[src/mem_pkg.sv]
`default_nettype none

package mem_pkg;

  // privilege of a fetch
  typedef enum logic [1:0] {
    user_mode       = 2'b00,
    supervisor_mode = 2'b01,
    machine_mode    = 2'b11
  } priv_mode_t;

  // core side request into the fetch buffer
  typedef struct packed {
    logic       valid;
    logic       fence;
    logic       spec;
    priv_mode_t mode;
    logic [31:0] addr;
  } fetch_req_t;

  typedef struct packed {
    logic        ready;
    logic        error;
    logic [31:0] rdata;
  } fetch_rsp_t;

  // word aligned prefetch request towards the sram
  typedef struct packed {
    logic        valid;
    priv_mode_t  mode;
    logic [31:0] addr;
  } imem_req_t;

  typedef struct packed {
    logic        ready;
    logic        error;
    logic [31:0] rdata;
  } imem_rsp_t;

  // program load, target 0 is the sram, 1 is the limit register
  typedef struct packed {
    logic        valid;
    logic        target;
    logic [29:0] addr;
    logic [31:0] data;
  } load_req_t;

endpackage

`default_nettype wire

[src/fetch_pkg.sv]
`default_nettype none

package fetch_pkg;

  // fixed index width, only the low depth bits are used
  localparam int buffer_addr_bits = 8;

  typedef struct packed {
    logic        error;
    logic        filled;
    logic [29:0] tag;
    logic [31:0] word;
  } buffer_entry_t;

  typedef struct packed {
    logic                        wen;
    logic [buffer_addr_bits-1:0] waddr;
    buffer_entry_t               entry;
  } buffer_write_t;

  typedef struct packed {
    logic [buffer_addr_bits-1:0] raddr1;
    logic [buffer_addr_bits-1:0] raddr2;
  } buffer_read_t;

  typedef struct packed {
    buffer_entry_t rdata1;
    buffer_entry_t rdata2;
  } buffer_data_t;

  typedef enum logic {
    run_state,
    flush_state
  } ctrl_state_t;

endpackage

`default_nettype wire

[src/fetch_buffer_ctrl.sv]
`default_nettype none

module fetch_buffer_ctrl #(
  parameter int depth_log2 = 3
) (
  input  logic                     clock,
  input  logic                     reset,
  input  mem_pkg::fetch_req_t      fetch_req,
  output mem_pkg::fetch_rsp_t      fetch_rsp,
  output mem_pkg::imem_req_t       imem_req,
  input  mem_pkg::imem_rsp_t       imem_rsp,
  output fetch_pkg::buffer_write_t write,
  output fetch_pkg::buffer_read_t  read,
  input  fetch_pkg::buffer_data_t  data
);

  localparam int depth = 2 ** depth_log2;
  localparam int count_bits = depth_log2 + 1;
  // run-ahead limit in halfwords, capacity minus two words
  localparam logic [count_bits-1:0] max_count = count_bits'(2 * depth - 4);

  fetch_pkg::ctrl_state_t   state_q;
  fetch_pkg::ctrl_state_t   state_d;
  logic [depth_log2-1:0]    sweep_q;
  logic [depth_log2-1:0]    sweep_d;
  logic [31:0]              pf_addr_q;
  logic [31:0]              pf_addr_d;
  mem_pkg::priv_mode_t      pf_mode_q;
  mem_pkg::priv_mode_t      pf_mode_d;
  logic [count_bits-1:0]    count_q;
  logic [count_bits-1:0]    count_d;
  logic                     stop_q;
  logic                     started_q;
  logic [31:0]              rsp_addr_q;

  logic                     lookup;
  logic                     redirect;
  logic                     fence_start;
  logic [31:0]              next_addr;
  fetch_pkg::buffer_entry_t rsp_entry;
  fetch_pkg::buffer_entry_t first;
  fetch_pkg::buffer_entry_t second;
  logic                     first_hit;
  logic                     second_hit;
  logic [15:0]              half;
  logic                     compressed;
  logic                     rsp_ready;
  logic                     rsp_error;
  logic [31:0]              rsp_rdata;
  logic [count_bits-1:0]    step;
  logic [count_bits-1:0]    base_count;
  logic [31:0]              base_addr;
  mem_pkg::priv_mode_t      base_mode;
  logic                     base_stop;
  logic                     issue;

  assign redirect    = fetch_req.valid && fetch_req.spec && !fetch_req.fence;
  assign fence_start = fetch_req.valid && fetch_req.fence && state_q == fetch_pkg::run_state;
  assign lookup      = fetch_req.valid && !fetch_req.spec && !fetch_req.fence &&
                       state_q == fetch_pkg::run_state;
  assign next_addr   = fetch_req.addr + 32'd4;

  assign rsp_entry = '{
    error:  imem_rsp.error,
    filled: 1'b1,
    tag:    rsp_addr_q[31:2],
    word:   imem_rsp.rdata
  };

  always_comb begin
    read = '0;
    read.raddr1[depth_log2-1:0] = fetch_req.addr[depth_log2+1:2];
    read.raddr2[depth_log2-1:0] = next_addr[depth_log2+1:2];
  end

  // fence sweep has priority over the sram response
  always_comb begin
    write = '0;
    if (fence_start) begin
      write.wen = 1'b1;
    end else if (state_q == fetch_pkg::flush_state) begin
      write.wen = 1'b1;
      write.waddr[depth_log2-1:0] = sweep_q;
    end else if (imem_rsp.ready) begin
      write.wen = 1'b1;
      write.waddr[depth_log2-1:0] = rsp_addr_q[depth_log2+1:2];
      write.entry = rsp_entry;
    end
  end

  // tag match, a word written this cycle also counts
  always_comb begin
    if (write.wen && write.entry.filled && write.entry.tag == fetch_req.addr[31:2]) begin
      first = write.entry;
      first_hit = 1'b1;
    end else begin
      first = data.rdata1;
      first_hit = data.rdata1.filled && data.rdata1.tag == fetch_req.addr[31:2];
    end
    if (write.wen && write.entry.filled && write.entry.tag == next_addr[31:2]) begin
      second = write.entry;
      second_hit = 1'b1;
    end else begin
      second = data.rdata2;
      second_hit = data.rdata2.filled && data.rdata2.tag == next_addr[31:2];
    end
  end

  assign half       = fetch_req.addr[1] ? first.word[31:16] : first.word[15:0];
  assign compressed = half[1:0] != 2'b11;
  assign step       = compressed ? count_bits'(1) : count_bits'(2);

  always_comb begin
    rsp_ready = 1'b0;
    rsp_error = 1'b0;
    rsp_rdata = '0;
    if (lookup) begin
      if (compressed || !fetch_req.addr[1] || first.error) begin
        rsp_ready = first_hit;
        rsp_error = first_hit && first.error;
        rsp_rdata = compressed ? {16'h0000, half} : first.word;
      end else begin
        // upper half of this word joined with the lower half of the next
        rsp_ready = first_hit && second_hit;
        rsp_error = first_hit && second_hit && second.error;
        rsp_rdata = {second.word[15:0], half};
      end
      if (rsp_error) begin
        rsp_rdata = '0;
      end
    end
  end

  assign fetch_rsp = '{ready: rsp_ready, error: rsp_error, rdata: rsp_rdata};

  always_comb begin
    base_addr = pf_addr_q;
    base_mode = pf_mode_q;
    base_count = count_q;
    base_stop = stop_q || (imem_rsp.ready && imem_rsp.error);
    if (rsp_ready && !rsp_error) begin
      base_count = (count_q >= step) ? count_q - step : '0;
    end
    // restart from the aligned word, an odd halfword start is never consumed
    if (fence_start || redirect) begin
      base_addr = {fetch_req.addr[31:2], 2'b00};
      base_mode = fetch_req.mode;
      base_count = '0;
      base_count[0] = fetch_req.addr[1];
      base_stop = 1'b0;
    end
    issue = started_q && state_q == fetch_pkg::run_state && !fence_start &&
            !base_stop && base_count < max_count;
    pf_addr_d = issue ? base_addr + 32'd4 : base_addr;
    pf_mode_d = base_mode;
    count_d = issue ? base_count + count_bits'(2) : base_count;
  end

  assign imem_req = '{valid: issue, mode: base_mode, addr: base_addr};

  always_comb begin
    state_d = state_q;
    sweep_d = sweep_q;
    case (state_q)
      fetch_pkg::run_state: begin
        if (fence_start) begin
          state_d = fetch_pkg::flush_state;
          sweep_d = depth_log2'(1);
        end
      end
      fetch_pkg::flush_state: begin
        sweep_d = sweep_q + depth_log2'(1);
        if (sweep_q == depth_log2'(depth - 1)) begin
          state_d = fetch_pkg::run_state;
          sweep_d = '0;
        end
      end
      default: begin
        state_d = fetch_pkg::run_state;
      end
    endcase
  end

  always_ff @(posedge clock) begin
    if (reset) begin
      state_q <= fetch_pkg::run_state;
      sweep_q <= '0;
      pf_addr_q <= '0;
      pf_mode_q <= mem_pkg::machine_mode;
      count_q <= '0;
      stop_q <= 1'b0;
      started_q <= 1'b0;
    end else begin
      state_q <= state_d;
      sweep_q <= sweep_d;
      pf_addr_q <= pf_addr_d;
      pf_mode_q <= pf_mode_d;
      count_q <= count_d;
      stop_q <= base_stop;
      started_q <= 1'b1;
    end
  end

  // address of the word the sram returns next cycle
  always_ff @(posedge clock) begin
    if (issue) begin
      rsp_addr_q <= base_addr;
    end
  end

endmodule

`default_nettype wire

[config.mk]
export PLATFORM = sky130hd
export DESIGN_NAME = fetch_buffer_ctrl
export DESIGN_NICKNAME = d
export VERILOG_FILES = /design/src/mem_pkg.sv /design/src/fetch_pkg.sv /design/src/fetch_buffer_ctrl.sv
export SDC_FILE = /design/constraint.sdc
export NUM_CORES = 1
export LEC_CHECK = 0
export ABC_CLOCK_PERIOD_IN_PS = 6100
export BUFFER_PORTS_ARGS = -buffer_cell sky130_fd_sc_hd__buf_2
export CORE_UTILIZATION = 40
export DETAILED_ROUTE_END_ITERATION = 12
export PLACE_DENSITY = 0.7
export SETUP_SLACK_MARGIN = 0.15
export SYNTH_ARGS = -nofsm -noshare
export SYNTH_HDL_FRONTEND = slang
export SYNTH_SLANG_ARGS = --single-unit
[constraint.sdc]
create_clock -name clock -period 6.1 [get_ports clock]
set_clock_uncertainty 0.05 [all_clocks]
set_input_delay 0.915 -clock clock [delete_from_list [all_inputs] [get_ports clock]]
set_output_delay 0.915 -clock clock [all_outputs]
set_load 0.01 [all_outputs]
==> results.sh <==
export IMPL_cp_data_arrival_time_ns=4.89
export IMPL_synthArstFlopShare=0
export IMPL_path_cells="buf_2 > a21oi_4 > buf_12 > buf_12 > nand2_4 > buf_4 > nor4_1 > nand3_1 > nor4_4 > nand4b_2 > o21ai_0 > mux2i_4 > buf_4 > ha_1 > a21oi_2 > nor3b_2 > nor2_1 > and3_4 > o311ai_4 > o211ai_4 > inv_2 > buf_6"
export IMPL_critical_hold_path_startpoint="pf_addr_q[1]$_SDFF_PP0_"
export IMPL_timing_reg2reg_worst_path_depth=24
export IMPL_internal_reg_to_reg_setup_slack_ns=0.88
export IMPL_ant_nets=0
export IMPL_route_detailed_vias_per_inst=5.94
export IMPL_drt_wl_total_um=42900
export IMPL_ys_ff_latch=74
export IMPL_final_hold_worst_slack_ns=0.426
export IMPL_timing_hold_violations_final=0
export IMPL_clock_tree_htree_level_count=3
export IMPL_grt_start_max_net_pins=41
export IMPL_timing_hold_worst_class="flip-flop to flip-flop"
export IMPL_crit_slowest_cell="sky130_fd_sc_hd__nor4_4"
export IMPL_timing_max_cap_violations=0
export IMPL_postCtsHoldBufs=0
export IMPL_worst_pin_slew_ns=0.758
export IMPL_tritoncts="done"
export IMPL_root_buffer_cell="sky130_fd_sc_hd__clkbuf_16"
export IMPL_total_standard_cell_area_after_synthesis_um2=9470
export IMPL_cts_buf_count=9
export IMPL_ys_seq_area_frac=0.188
export IMPL_post_route_period_util=0.961
export IMPL_port_bufs=326
export IMPL_layout_area_overhead_vs_synth_pct=30.2
export IMPL_placedInstanceArea_um2=11800
export IMPL_power_static_leakage_nw=6.09
export IMPL_fin_ws_ns=0.240
export IMPL_gr_ovfl_total=0
export IMPL_vias=11500
export IMPL_final_layout_size_suffix_gt1_frac=0.325
export IMPL_routedWlPerCell_um=22.2
export IMPL_die_span_in_x_um=156
export IMPL_final_period_minus_worst_setup_slack_ns=5.86
export IMPL_p_per_area_nw_per_um2=156
export IMPL_grt_pass1_wl_um=62400
export IMPL_starting_drc_count_in_detailed_routing=1280
export IMPL_placement_rows=55
export IMPL_num_fill_cells=2196
export IMPL_critical_path_n_buffers_inverters=7
export IMPL_die_area_um2=24300
export IMPL_top_level_ports=359
export IMPL_timing_rr_start="state_q$_SDFF_PP0_"
export IMPL_detail_route_first_pass_iterations=7
export IMPL_grt_pass1_vias=10500
export IMPL_final_max_slew_viol_count=0
export IMPL_syn_inst=1271
export IMPL_grt_util_all_layers=0.340
export IMPL_timing_critical_path_slowest_cell_delay_ns=0.38
export IMPL_crit_fanout=6
export IMPL_drc=0
export IMPL_stdcell_area_um2=12300
export IMPL_nNetsFinal=1825
export IMPL_max_freq_mhz=171
export IMPL_hold_path_cell_count=1
export IMPL_cts_max_path_buffers=2
export IMPL_layout_commonest_cell="sky130_fd_sc_hd__buf_2"
export IMPL_dominantRegCellSynth="sky130_fd_sc_hd__dfxtp_1"
export IMPL_power_ir_vdd_worst_mv=0.180
export IMPL_average_instance_area_after_synthesis_um2=7.45
export IMPL_core_region_area_um2=22900
export IMPL_r2r_end="pf_addr_q[21]$_SDFF_PP0_"
export IMPL_synth_edf_count=30
export IMPL_yosys_cell_types_count=99
export IMPL_antenna_found_initial=0
export IMPL_cp_data_required_time_ns=5.13
export IMPL_crit_type="input port to output pin"
export IMPL_run_status="completed"
export IMPL_start_util=0.413
export IMPL_finalWeightedCongestion=1.05
export IMPL_dpl_hpwl_um=34400
export IMPL_finalSetupViolations=0
export IMPL_warnings_from_yosys=0
export IMPL_antenna_diodes=0
export IMPL_layout_common_cells="325 x sky130_fd_sc_hd__buf_2, 157 x sky130_fd_sc_hd__nand2_1, 108 x sky130_fd_sc_hd__buf_4"
export IMPL_dp_slack_ns=-0.0502
export IMPL_cp_start_kind="input port"
export IMPL_clk_latency_ns=0.34
export IMPL_grt_setup_unrepaired="yes"
export IMPL_min_to="pf_addr_q[1]$_SDFF_PP0_"
export IMPL_die_height_um=156
export IMPL_path_delay_family="simple AND/OR/NAND/NOR gates"
export IMPL_worst_setup_hold_path_clk_slew_ns=0.06
export IMPL_place_inst=1911
export IMPL_slew_headroom=0.489
export IMPL_final_cells=1934
export IMPL_worst_setup_path_end_kind="output pin"
export IMPL_clkSinkCount=74
worst max-delay path by stage:
stage / start / end / slack, ns / cells after the start
detailed placement: fetch_req[36] / imem_req[34] / -0.05 / 21
floorplan: fetch_req[36] / imem_req[34] / 0.19 / 22
CTS: fetch_req[35] / imem_req[34] / 0.20 / 23
global placement: fetch_req[36] / imem_req[34] / 0.004 / 22
global route: fetch_req[36] / imem_req[34] / 0.12 / 23
finish: fetch_req[36] / imem_req[34] / 0.24 / 22
stage by stage:
step           total power [mW]   util  setup TNS [ns]
2_1_floorplan              1.01      -               0
3_3_place_gp               1.31  0.515               0
3_5_place_dp               1.32  0.515         -0.0502
4_1_cts                    1.89  0.531               0
5_1_grt                    2.00  0.538               0
6_report                   1.93  0.538               0
kinds of logic after synthesis:
family,synth area share
xor gates and xnor gates,0.113
DFF,0.188
other,0.000396
muxes,0.0568
and+or+nand+nor,0.347
AOI/OAI and AO/OA,0.189
adders and majority gates,0.0124
buffers and inverters,0.0931
metal layers:
layer  up-vias  global-route usage  share of wire  wire, µm
li1       5313                   -              -         -
met1      5396               0.463           0.42     17800
met2       654               0.511           0.43     18500
met3       134              0.0472          0.095      4060
met4         0               0.193          0.058      2500
met5         -                   0              0         0
report_power, final:
part	internal [mW]	switching (mW)
registers	0.553	0.0311
logic	0.312	0.454
clock network	0.361	0.215
total	1.23	0.699
Yosys cell counts (6+ instances only):
cell type                  count  share of area
sky130_fd_sc_hd__a211oi_1     13          0.010
sky130_fd_sc_hd__a21o_1        8         0.0063
sky130_fd_sc_hd__a21oi_1      51          0.027
sky130_fd_sc_hd__a22oi_1       7         0.0056
sky130_fd_sc_hd__a31oi_1      23          0.015
sky130_fd_sc_hd__and2_1       31          0.020
sky130_fd_sc_hd__and3_1       71          0.047
sky130_fd_sc_hd__and4_1       19          0.018
sky130_fd_sc_hd__buf_2        32          0.017
sky130_fd_sc_hd__buf_4        31          0.025
sky130_fd_sc_hd__clkbuf_1     48          0.019
sky130_fd_sc_hd__dfxtp_1      44          0.093
sky130_fd_sc_hd__edfxtp_1     30          0.095
sky130_fd_sc_hd__ha_1          7         0.0093
sky130_fd_sc_hd__inv_1        66          0.026
sky130_fd_sc_hd__mux2_2        6         0.0071
sky130_fd_sc_hd__mux2i_1      47          0.050
sky130_fd_sc_hd__nand2_1     159          0.063
sky130_fd_sc_hd__nand2b_1     10         0.0066
sky130_fd_sc_hd__nand3_1      47          0.025
sky130_fd_sc_hd__nand3b_1      9         0.0071
sky130_fd_sc_hd__nand4_1      35          0.023
sky130_fd_sc_hd__nor2_1       64          0.025
sky130_fd_sc_hd__nor3_1       38          0.020
sky130_fd_sc_hd__nor4_1       27          0.018
sky130_fd_sc_hd__nor4bb_1      7         0.0074
sky130_fd_sc_hd__o2111a_1      7         0.0083
sky130_fd_sc_hd__o211a_1      10          0.011
sky130_fd_sc_hd__o211ai_1     11         0.0087
sky130_fd_sc_hd__o21ai_0      36          0.019
sky130_fd_sc_hd__o22ai_1      20          0.013
sky130_fd_sc_hd__or2_2         6         0.0040
sky130_fd_sc_hd__or3_1         9         0.0059
sky130_fd_sc_hd__xnor2_1      66          0.061
sky130_fd_sc_hd__xnor3_1       6          0.014
sky130_fd_sc_hd__xor2_1       41          0.038
cell type report:
cell class | instances | area [µm²] | share of cell area
Inverter | 68 | 255 | 0.0207
Multi-Input combinational cell | 1024 | 7030 | 0.570
Clock buffer | 9 | 225 | 0.0183
Clock inverter | 7 | 100 | 0.00813
Sequential cell | 74 | 1780 | 0.145
Tap cell | 313 | 392 | 0.0318
Timing Repair Buffer | 439 | 2540 | 0.206
flip-flops by register name (all words and copies together) (netlist names):
register / count
pf_mode_q: 2
state_q: 1
stop_q: 1
sweep_q: 3
pf_addr_q: 32
started_q: 1
rsp_addr_q: 30
count_q: 4
timing repair:
action / in CTS / in global routing
setup buffers: 2 / 5
pin swaps: 2 / 18
gates cloned: 0 / 0
endpoints found under the setup margin: 1 / 20
resized for setup: 4 / 26
No activity file was read; power rests on OpenSTA's default activity.
