$ cat config.mk
export PLATFORM = sky130hd
export DESIGN_NAME = fetch_limit_reg
export DESIGN_NICKNAME = d
export VERILOG_FILES = /design/src/mem_pkg.sv /design/src/fetch_limit_reg.sv
export SDC_FILE = /design/constraint.sdc
export NUM_CORES = 1
export LEC_CHECK = 0
export CAP_MARGIN = 20
export CORE_ASPECT_RATIO = 0.75
export CORE_MARGIN = 4
export CORE_UTILIZATION = 46
export DETAILED_ROUTE_END_ITERATION = 8
export DONT_BUFFER_PORTS = 1
export RECOVER_POWER = 25
export SYNTH_ARGS = -nofsm -noshare
export SYNTH_HDL_FRONTEND = slang
export SYNTH_SLANG_ARGS = --single-unit
$ cat constraint.sdc
create_clock -name clock -period 1.4 [get_ports clock]
set_input_delay 0.07 -clock clock [delete_from_list [all_inputs] [get_ports clock]]
set_output_delay 0.07 -clock clock [all_outputs]
set_load 0.1 [all_outputs]
$ cat src/mem_pkg.sv
`default_nettype none

package mem_pkg;

  // privilege of a fetch
  typedef enum logic [1:0] {
    user_mode       = 2'b00,
    supervisor_mode = 2'b01,
    machine_mode    = 2'b11
  } priv_mode_t;

  // core side request into the fetch buffer
  typedef struct packed {
    logic       valid;
    logic       fence;
    logic       spec;
    priv_mode_t mode;
    logic [31:0] addr;
  } fetch_req_t;

  typedef struct packed {
    logic        ready;
    logic        error;
    logic [31:0] rdata;
  } fetch_rsp_t;

  // word aligned prefetch request towards the sram
  typedef struct packed {
    logic        valid;
    priv_mode_t  mode;
    logic [31:0] addr;
  } imem_req_t;

  typedef struct packed {
    logic        ready;
    logic        error;
    logic [31:0] rdata;
  } imem_rsp_t;

  // program load, target 0 is the sram, 1 is the limit register
  typedef struct packed {
    logic        valid;
    logic        target;
    logic [29:0] addr;
    logic [31:0] data;
  } load_req_t;

endpackage

`default_nettype wire

$ cat src/fetch_limit_reg.sv
`default_nettype none

module fetch_limit_reg (
  input  logic                clock,
  input  logic                reset,
  input  mem_pkg::load_req_t  load_req,
  input  logic [31:0]         addr,
  input  mem_pkg::priv_mode_t mode,
  output logic                fault
);

  logic [31:0] limit_q;

  // all ones, nothing faults after reset
  always_ff @(posedge clock) begin
    if (reset) begin
      limit_q <= '1;
    end else if (load_req.valid && load_req.target) begin
      limit_q <= load_req.data;
    end
  end

  // machine mode fetches are never limited
  assign fault = mode != mem_pkg::machine_mode && addr >= limit_q;

endmodule

`default_nettype wire

==> metrics.txt, run 1 <==
Die Ht 65.01 um; critical path type reg2out; Die Area 5461 sq um; DR vias 1,625; largest net degree at the start of global routing 34; first-pass GRT wire length 7893 um; combinational share of power 22.2%; worst skew pair latency 280 ps; Longest Clk Path Bufs 2; DR DRC count 0; routed vias/inst 5.642; Worst R2R Path Depth 2; Clock Pin Slew Worst Setup and Hold Paths 70 ps; # diodes 0; Die X 84.01 um; worst reg2reg endpoint limit_q[8]; CTS sink cnt 32; layout cell share with drive strength beyond 1 24.89%; Cell Rows 20; total congestion overflow 0; Layout Skew 0 ps; Total Wirelength 4813 um; antenna-violating nets left 0; largest family of logic cells by synthesized area compound AO/OA/AOI/OAI gates; XOR/XNOR Fraction of Synth Area 0%; drt wl/cell 16.71 um; static leakage 1.338 nW; initial DRC count 34; CTS root buf clkbuf_8; WHS Path Cells 2; worst rel slew slack 80.80%; fin util 59.66%; max cap viols 0; Critical Path RT 1330 ps; Yosys cell types 26; Post-CTS Setup Repair Bufs 0; Internal 1.574 mW; P_sw 0.5713 mW; vias in the first global route 1,711; VDD IR max 0.5829 mV; Syn. warnings 0; Data arrival, critical path 2000 ps; startpoint types flop; H-tree levels 2; final hold vios 0; DP Area 2192 sq um; Final Cell Area 2449 sq um; hpwl dp 3557 um; final net count 365; register share of total power 47.0%; initial core utilization 48.57%; I/O pin cnt 101; total CTS buffers 5; failing checks negative setup slack; antenna violations before repair 0; Sw Share 26.63%; CTS tree done; status finished with violations; Final Setup Violations 1; Syn Std Cell Area 1993 sq um; max FFs per register 32; Placer Congestion 0.8173; Min-Delay Path Class in2reg; Max Slew Vio Count 0; GRT Total Usage 18.27%; Pre-antenna DRT Iters 4; final period utilization 147.9%; hold path start load_req[11]; top flop regs limit_q: 32 flops; Syn Area/Cell 9.143 sq um; Max FO, Critical Path 2; fmax 483.0 MHz; Core Region 4104 sq um; FF+latch count, synth 32; RSZ-0062 raised after global routing yes; WHS 25.25 ps; hold path endpoint limit_q[11]; Synth Instances 218; r2r setup slk 600 ps; Least-Margin Pin Slew 286.3 ps; fin worst setup slack -670.3 ps; clock power share 30.8%; PortBufs 0; post-synthesis adder-cell area fraction 20.09%; RR Startpoint limit_q[8]; syn nets 350; post-layout min period 2070 ps; simple-gate share of the synthesized area 16.32%; Compound-Gate Fraction of Synth Area 23.16%; post-synthesis mux area share 0%; largest reg by FF count limit_q; Cell Pwr Density 876.1 nW/um^2; final setup TNS -670.3 ps; Seq/Total Area, Yosys 32.14%; crit end category output pin; P&R area growth vs syn 22.85%
-- per-stage QoR --
stage	power, mW	instances	setup WS [ps]
4_1_cts	2.152	288	-699.5
2_1_floorplan	1.323	218	-1161
6_report	2.145	288	-670.3
3_5_place_dp	1.430	280	-521.9
3_3_place_gp	1.404	280	-494.2
5_1_grt	2.281	288	-771.4
-- worst max-delay path: stages (launching register included) --
cell and delay, ps:
dfxtp_1 330, inv_1 40, ha_1 280, a21o_1 190
nand3_1 70, a21oi_1 70, o31ai_2 300, o211ai_1 190
clkbuf_16 240
-- per-layer routing --
metal	global-route usage [%]	vias up	part of all wire [%]	wire length, um
met4	5.422	0	0.91	44
met5	0	-	0	0
met2	31.55	48	47	2251
li1	-	826	-	-
met3	6.861	5	7.4	357
met1	21.20	746	45	2160
-- power groups by stage --
stage	Sequential (mW)	Clock [mW]	Combinational (mW)
global route	1.02	0.732	0.534
finish	1.01	0.661	0.476
floorplan	1.02	0	0.306
global placement	1.02	0	0.381
detailed placement	1.03	0	0.405
CTS	1.01	0.690	0.453
-- cells in the mapped netlist --
master	n	area, sq um
o211ai_1	1	7.510
a211oi_2	1	12.51
nor2_1	2	7.510
o2111ai_1	1	8.760
a21oi_1	10	50.05
a2111oi_4	1	27.53
buf_1	1	3.750
and3_1	32	200.2
o21ai_0	1	5.000
a21o_1	3	22.52
nand2_1	5	18.77
a221o_1	2	20.02
ha_1	32	400.4
nand2b_4	1	13.76
o31ai_1	1	7.510
dfxtp_1	32	640.6
and2_1	1	6.260
clkbuf_1	11	41.29
a211o_1	32	280.3
a21boi_0	1	7.510
o21ai_1	1	5.000
nand4_1	5	31.28
nand3_1	6	30.03
and4_1	2	17.52
inv_1	32	120.1
o21a_1	1	7.510
-- timing repair --
action,4_1_cts,5_1_grt
cloned,0,0
endpoints found under the hold margin,32,0
pin swaps,10,10
resized for setup,16,11
hold buffers,1,0
setup endpoints to repair,1,1
-- cells by family after synthesis --
group	after synthesis
adder cells (fa/ha/maj)	32
buffers and inverters	44
AO/OA/AOI/OAI	56
AND/OR/NAND/NOR	54
flip-flops	32
-- cell usage in the layout, fill, tap and decap left out, types with 2 or more instances in the layout --
cell type | netlist | final
buf_4 | 0 | 18
a21oi_1 | 10 | 7
a21o_1 | 3 | 3
nand2_1 | 5 | 5
nand4_1 | 5 | 5
inv_2 | 0 | 2
and4_1 | 2 | 2
nor2_2 | 0 | 2
a211o_1 | 32 | 32
nand3_1 | 6 | 6
and3_1 | 32 | 32
clkbuf_8 | 0 | 5
a221o_1 | 2 | 2
dfxtp_2 | 0 | 9
ha_4 | 0 | 11
inv_1 | 32 | 30
ha_1 | 32 | 21
a21oi_2 | 0 | 3
dfxtp_1 | 32 | 23
-- worst max-delay path by stage --
stage	depth (start not counted)	start	end	slack, ps
after floorplan	7	limit_q[15]	fault	-1160
after global placement	7	limit_q[0]	fault	-490
after detailed placement	7	limit_q[0]	fault	-520
after CTS	7	limit_q[0]	fault	-700
after global routing	7	limit_q[30]	fault	-770
final	8	limit_q[25]	fault	-670
-- final cells by class --
class / count / area (sq um)
clock inverters: 1 / 5.005
well taps: 55 / 68.82
flip-flops and latches: 32 / 651.9
inverters: 32 / 120.1
clock buffers: 6 / 72.57
multi-input cells: 142 / 1350
repair buffers: 20 / 180.2
fillers: 358 / 1655
(Power assumes the default switching activity.)
==> run 2, diff against run 1 <==
- clock period: 1.4 -> 1.7 ns (I/O delays scaled with it)
==> run 2 against run 1 <==
Compared with the run above: the run still ends with negative setup slack left; cell count decreased by 1.4%; wire length decreased by 2.0%; register-to-register slack gained 310 ps; via count decreased by 2.3%; sequential power down 18%; hold slack better by 12 ps; design area decreased by 1.9%; flip-flop and latch count is the same; sequential share of layout area is 0.48 points higher; critical path type unchanged; largest power group unchanged; highest routed layer unchanged.
==> metrics.txt, run 2 (synthesized netlist as in run 1, its figures left out) <==
status finished with violations; failing checks negative setup slack; initial core utilization 48.57%; DP Area 2155 sq um; fmax 479.2 MHz; worst skew pair latency 280 ps; CTS root buf clkbuf_8; Final Cell Area 2401 sq um; Clock Pin Slew Worst Setup and Hold Paths 70 ps; critical path type reg2out; P&R area growth vs syn 20.46%; hold path endpoint limit_q[2]; top flop regs limit_q: 32 flops; Least-Margin Pin Slew 266.5 ps; total CTS buffers 5; Post-CTS Setup Repair Bufs 0; # diodes 0; worst path cell trace inv_2 > ha_4 > nand4_1 > nor2_2 > a221o_1 > a211oi_2 > o211ai_1 > clkbuf_16; post-layout min period 2087 ps; final setup TNS -386.8 ps; layout cell share with drive strength beyond 1 22.71%; DR DRC count 0; Die Area 5461 sq um; Max Slew Vio Count 0; worst rel slew slack 82.13%; pre-CTS setup slack -201.5 ps; hold path start load_req[2]; Worst R2R Path Depth 2; startpoint types flop; filler cell count 364; DR vias 1,588; Max FO, Critical Path 2; multi-input logic area 1326 sq um; Placer Congestion 0.7920; H-tree levels 2; hpwl dp 3543 um; vias in the first global route 1,659; first-pass GRT wire length 7866 um; initial DRC count 63; r2r setup slk 910 ps; RR Startpoint limit_q[12]; CTS sink cnt 32; Final Setup Violations 1; Cell Pwr Density 747.8 nW/um^2; final period utilization 122.8%; Data arrival, critical path 2000 ps; WHS 37.00 ps; Crit path largest cell delay 360 ps; RSZ-0062 raised after global routing yes; Layout Skew 0 ps; fin worst setup slack -386.8 ps; Core Region 4104 sq um; Longest Clk Path Bufs 2; Worst path slowest cell a221o_1; routed vias/inst 5.592; crit end category output pin; final hold vios 0; largest reg by FF count limit_q; Die X 84.01 um; largest net degree at the start of global routing 34; Die Ht 65.01 um; commonest non-fill, non-tap cells in the layout and3_1 (32), a211o_1 (32), inv_1 (28), dfxtp_1 (24), ha_1 (22); Total Wirelength 4718 um; I/O pin cnt 101; Critical Path RT 1620 ps; VDD IR max 0.5120 mV; Pre-antenna DRT Iters 4; antenna violations before repair 0; CTS tree done; PortBufs 0; WHS Path Cells 2; total congestion overflow 0; worst reg2reg endpoint limit_q[12]; final net count 360; max FFs per register 32; antenna-violating nets left 0; Cell Rows 20; drt wl/cell 16.61 um; Storage cell area 650.6 sq um; GRT Total Usage 18.21%; Min-Delay Path Class in2reg; static leakage 1.320 nW; max cap viols 0
run 2: changes by cell type in the layout (fill, tap and decap cells not counted), moves of 2 or more:
cell | previous run | this run
inv_2 | 2 | 4
buf_4 | 18 | 13
a21oi_1 | 7 | 9
a21oi_2 | 3 | 1
inv_1 | 30 | 28
run 2: critical path, delay by kind of cell (launching register included):
| family | cells | cell delay [ps] |
|---|---|---|
| AND/OR/NAND/NOR | 2 | 180 |
| buffers and inverters | 2 | 270 |
| adder cells (fa/ha/maj) | 1 | 220 |
| flip-flops | 1 | 330 |
| AO/OA/AOI/OAI | 3 | 700 |
run 2: routing by layer:
layer | wire length, um | up-vias | track usage, %
li1 | - | 818 | -
met1 | 2052 | 706 | 20.88
met2 | 2190 | 53 | 30.95
met3 | 355 | 11 | 6.734
met4 | 121 | 0 | 7.229
met5 | 0 | - | 0
run 2: worst max path at each step:
stage                     cells past startpoint  slack (ps)     to   startpoint
after floorplan                               7        -880  fault  limit_q[15]
after global placement                        7        -210  fault   limit_q[0]
after detailed placement                      7        -200  fault   limit_q[0]
after CTS                                     8        -410  fault  limit_q[12]
after global routing                          8        -480  fault   limit_q[2]
final                                         8        -390  fault  limit_q[12]
run 2: final cells by class:
cell class	instances	area share (%)
Multi-Input combinational cell	142	55.24
Clock buffer	6	3.439
Sequential cell	32	27.10
Timing Repair Buffer	15	5.941
Clock inverter	2	0.4169
Tap cell	55	2.866
Inverter	32	5.003
run 2: repair_timing:
| item | 4_1_cts | 5_1_grt |
|---|---|---|
| gates resized for setup | 21 | 2 |
| hold endpoints to repair | 32 | 0 |
| pin swaps | 11 | 0 |
| hold buffers | 1 | 0 |
| setup endpoints to repair | 1 | 1 |
run 2: through the flow:
stage / util, % / std cells / power [mW]
2_1_floorplan: - / 218 / 1.090
3_3_place_gp: 52.50 / 275 / 1.143
3_5_place_dp: 52.50 / 275 / 1.164
4_1_cts: 58.38 / 284 / 1.822
5_1_grt: 58.51 / 284 / 1.898
6_report: 58.51 / 284 / 1.796
run 2: report_power, final:
part           internal, mW  total (mW)  leakage [nW]  switching (mW)
combinational         0.197       0.364          1.01           0.168
sequential            0.804       0.832         0.263          0.0275
clock                 0.323       0.600        0.0510           0.277
==> run 3, diff against run 2 <==
- CORE_MARGIN: 4 -> unset
==> run 3 against run 2 <==
Compared with the run above: the run still ends with negative setup slack left; via count increased by 3.1%; setup slack improved by 6.4 ps; sequential power about the same; critical path depth unchanged; register-to-register slack got worse by 140 ps; utilization increased by 2.1 points; die area decreased by 16%; critical endpoint unchanged.
==> metrics.txt, run 3 (synthesized netlist as in run 1, its figures left out) <==
first-pass GRT wire length 7507 um; Critical Path RT 1620 ps; GRT Total Usage 21.45%; Die Ht 59.01 um; multi-input logic area 1365 sq um; final period utilization 122.4%; hpwl dp 3422 um; DR vias 1,638; Final Non-Filler Cells 287; startpoint types flop; largest reg by FF count limit_q; Longest Clk Path Bufs 2; CTS tree done; Min-Delay Path Class in2reg; Total Wirelength 4721 um; Core Region 4104 sq um; Worst R2R Path Depth 3; Cell Pwr Density 783.4 nW/um^2; Layout Skew 0 ps; worst skew pair latency 280 ps; CTS root buf clkbuf_8; final net count 363; layout cell share with drive strength beyond 1 28.02%; Inst Count DP 275; r2r setup slk 770 ps; RR Startpoint limit_q[12]; H-tree levels 2; P&R area growth vs syn 24.80%; hold path endpoint limit_q[23]; PortBufs 0; final setup TNS -380.4 ps; vias in the first global route 1,615; top flop regs limit_q: 32 flops; fin util 60.61%; drt wl/cell 16.45 um; Die Area 4603 sq um; failing checks negative setup slack; Max FO, Critical Path 2; total CTS buffers 5; initial DRC count 54; # diodes 0; Data arrival, critical path 2000 ps; Cell Rows 20; antenna-violating nets left 0; WHS Path Cells 2; DR DRC count 0; DP Area 2155 sq um; Pre-antenna DRT Iters 6; largest net degree at the start of global routing 34; worst reg2reg endpoint limit_q[12]; routed vias/inst 5.707; fmax 480.7 MHz; final hold vios 0; post-layout min period 2080 ps; commonest non-fill, non-tap cells in the layout and3_1 (32), a211o_1 (32), inv_1 (28), ha_1 (20), dfxtp_1 (19); pre-CTS setup slack -207.3 ps; WHS 41.98 ps; Placer Congestion 0.7728; Storage cell area 656.9 sq um; Final Setup Violations 1; I/O pin cnt 101; filler cell count 359; fin worst setup slack -380.4 ps; max FFs per register 32; static leakage 1.336 nW; total congestion overflow 0; Clock Pin Slew Worst Setup and Hold Paths 80 ps; Die X 78.01 um; initial core utilization 48.57%; VDD IR max 0.6454 mV; status finished with violations; Max Slew Vio Count 0; RSZ-0062 raised after global routing yes; Least-Margin Pin Slew 254.8 ps; antenna violations before repair 0; worst rel slew slack 83.02%; Power Total 1.949 mW; CTS sink cnt 32; critical path type reg2out; hold path start load_req[23]; Final Cell Area 2487 sq um; crit end category output pin; max cap viols 0
==> run 3: cell count changes in the layout (fill, tap and decap cells not counted), moves of 2 or more <==
| cell | delta |
|---|---|
| ha_1 | -2 |
| buf_4 | +3 |
| dfxtp_2 | +5 |
| dfxtp_1 | -5 |
| ha_4 | +2 |
==> run 3: worst max-delay path, stage by stage, from the launching register on <==
cell and delay [ps]:
dfxtp_2 330, inv_1 40, ha_1 260, o21a_1 180
o2111ai_2 180, o21ai_2 90, a211oi_2 250, o211ai_1 140
clkbuf_16 230
==> run 3: final cells by class <==
class                           instances  share of cell area [%]
Clock buffer                            5                   2.767
Clock inverter                          3                   1.710
Inverter                               32                   4.829
Multi-Input combinational cell        142                   54.88
Sequential cell                        32                   26.41
Tap cell                               55                   2.767
Timing Repair Buffer                   18                   6.640
==> run 3: how the worst max path moves through the flow <==
stage                      startpoint     to
after floorplan           limit_q[15]  fault
after global placement     limit_q[0]  fault
after detailed placement   limit_q[0]  fault
after CTS                 limit_q[12]  fault
after global routing       limit_q[2]  fault
final                      limit_q[2]  fault
==> run 3: timing repair <==
action / 4_1_cts / 5_1_grt
setup endpoints to repair: 1 / 1
setup buffers: 3 / 0
pin swaps: 11 / 3
cloned: 0 / 0
hold endpoints to repair: 32 / 0
resized for setup: 23 / 9
hold buffers: 1 / 0
==> run 3: power breakdown <==
group / switching (mW) / leakage (nW) / internal [mW]
clock: 0.293 / 0.0541 / 0.434
sequential: 0.0284 / 0.261 / 0.805
combinational: 0.178 / 1.02 / 0.210
==> run 3: routing by layer <==
layer  part of all wire, %  track usage (%)
met4                   1.5            5.820
met5                     0                0
met2                    45            36.28
met1                    45            26.93
met3                   7.9            6.615
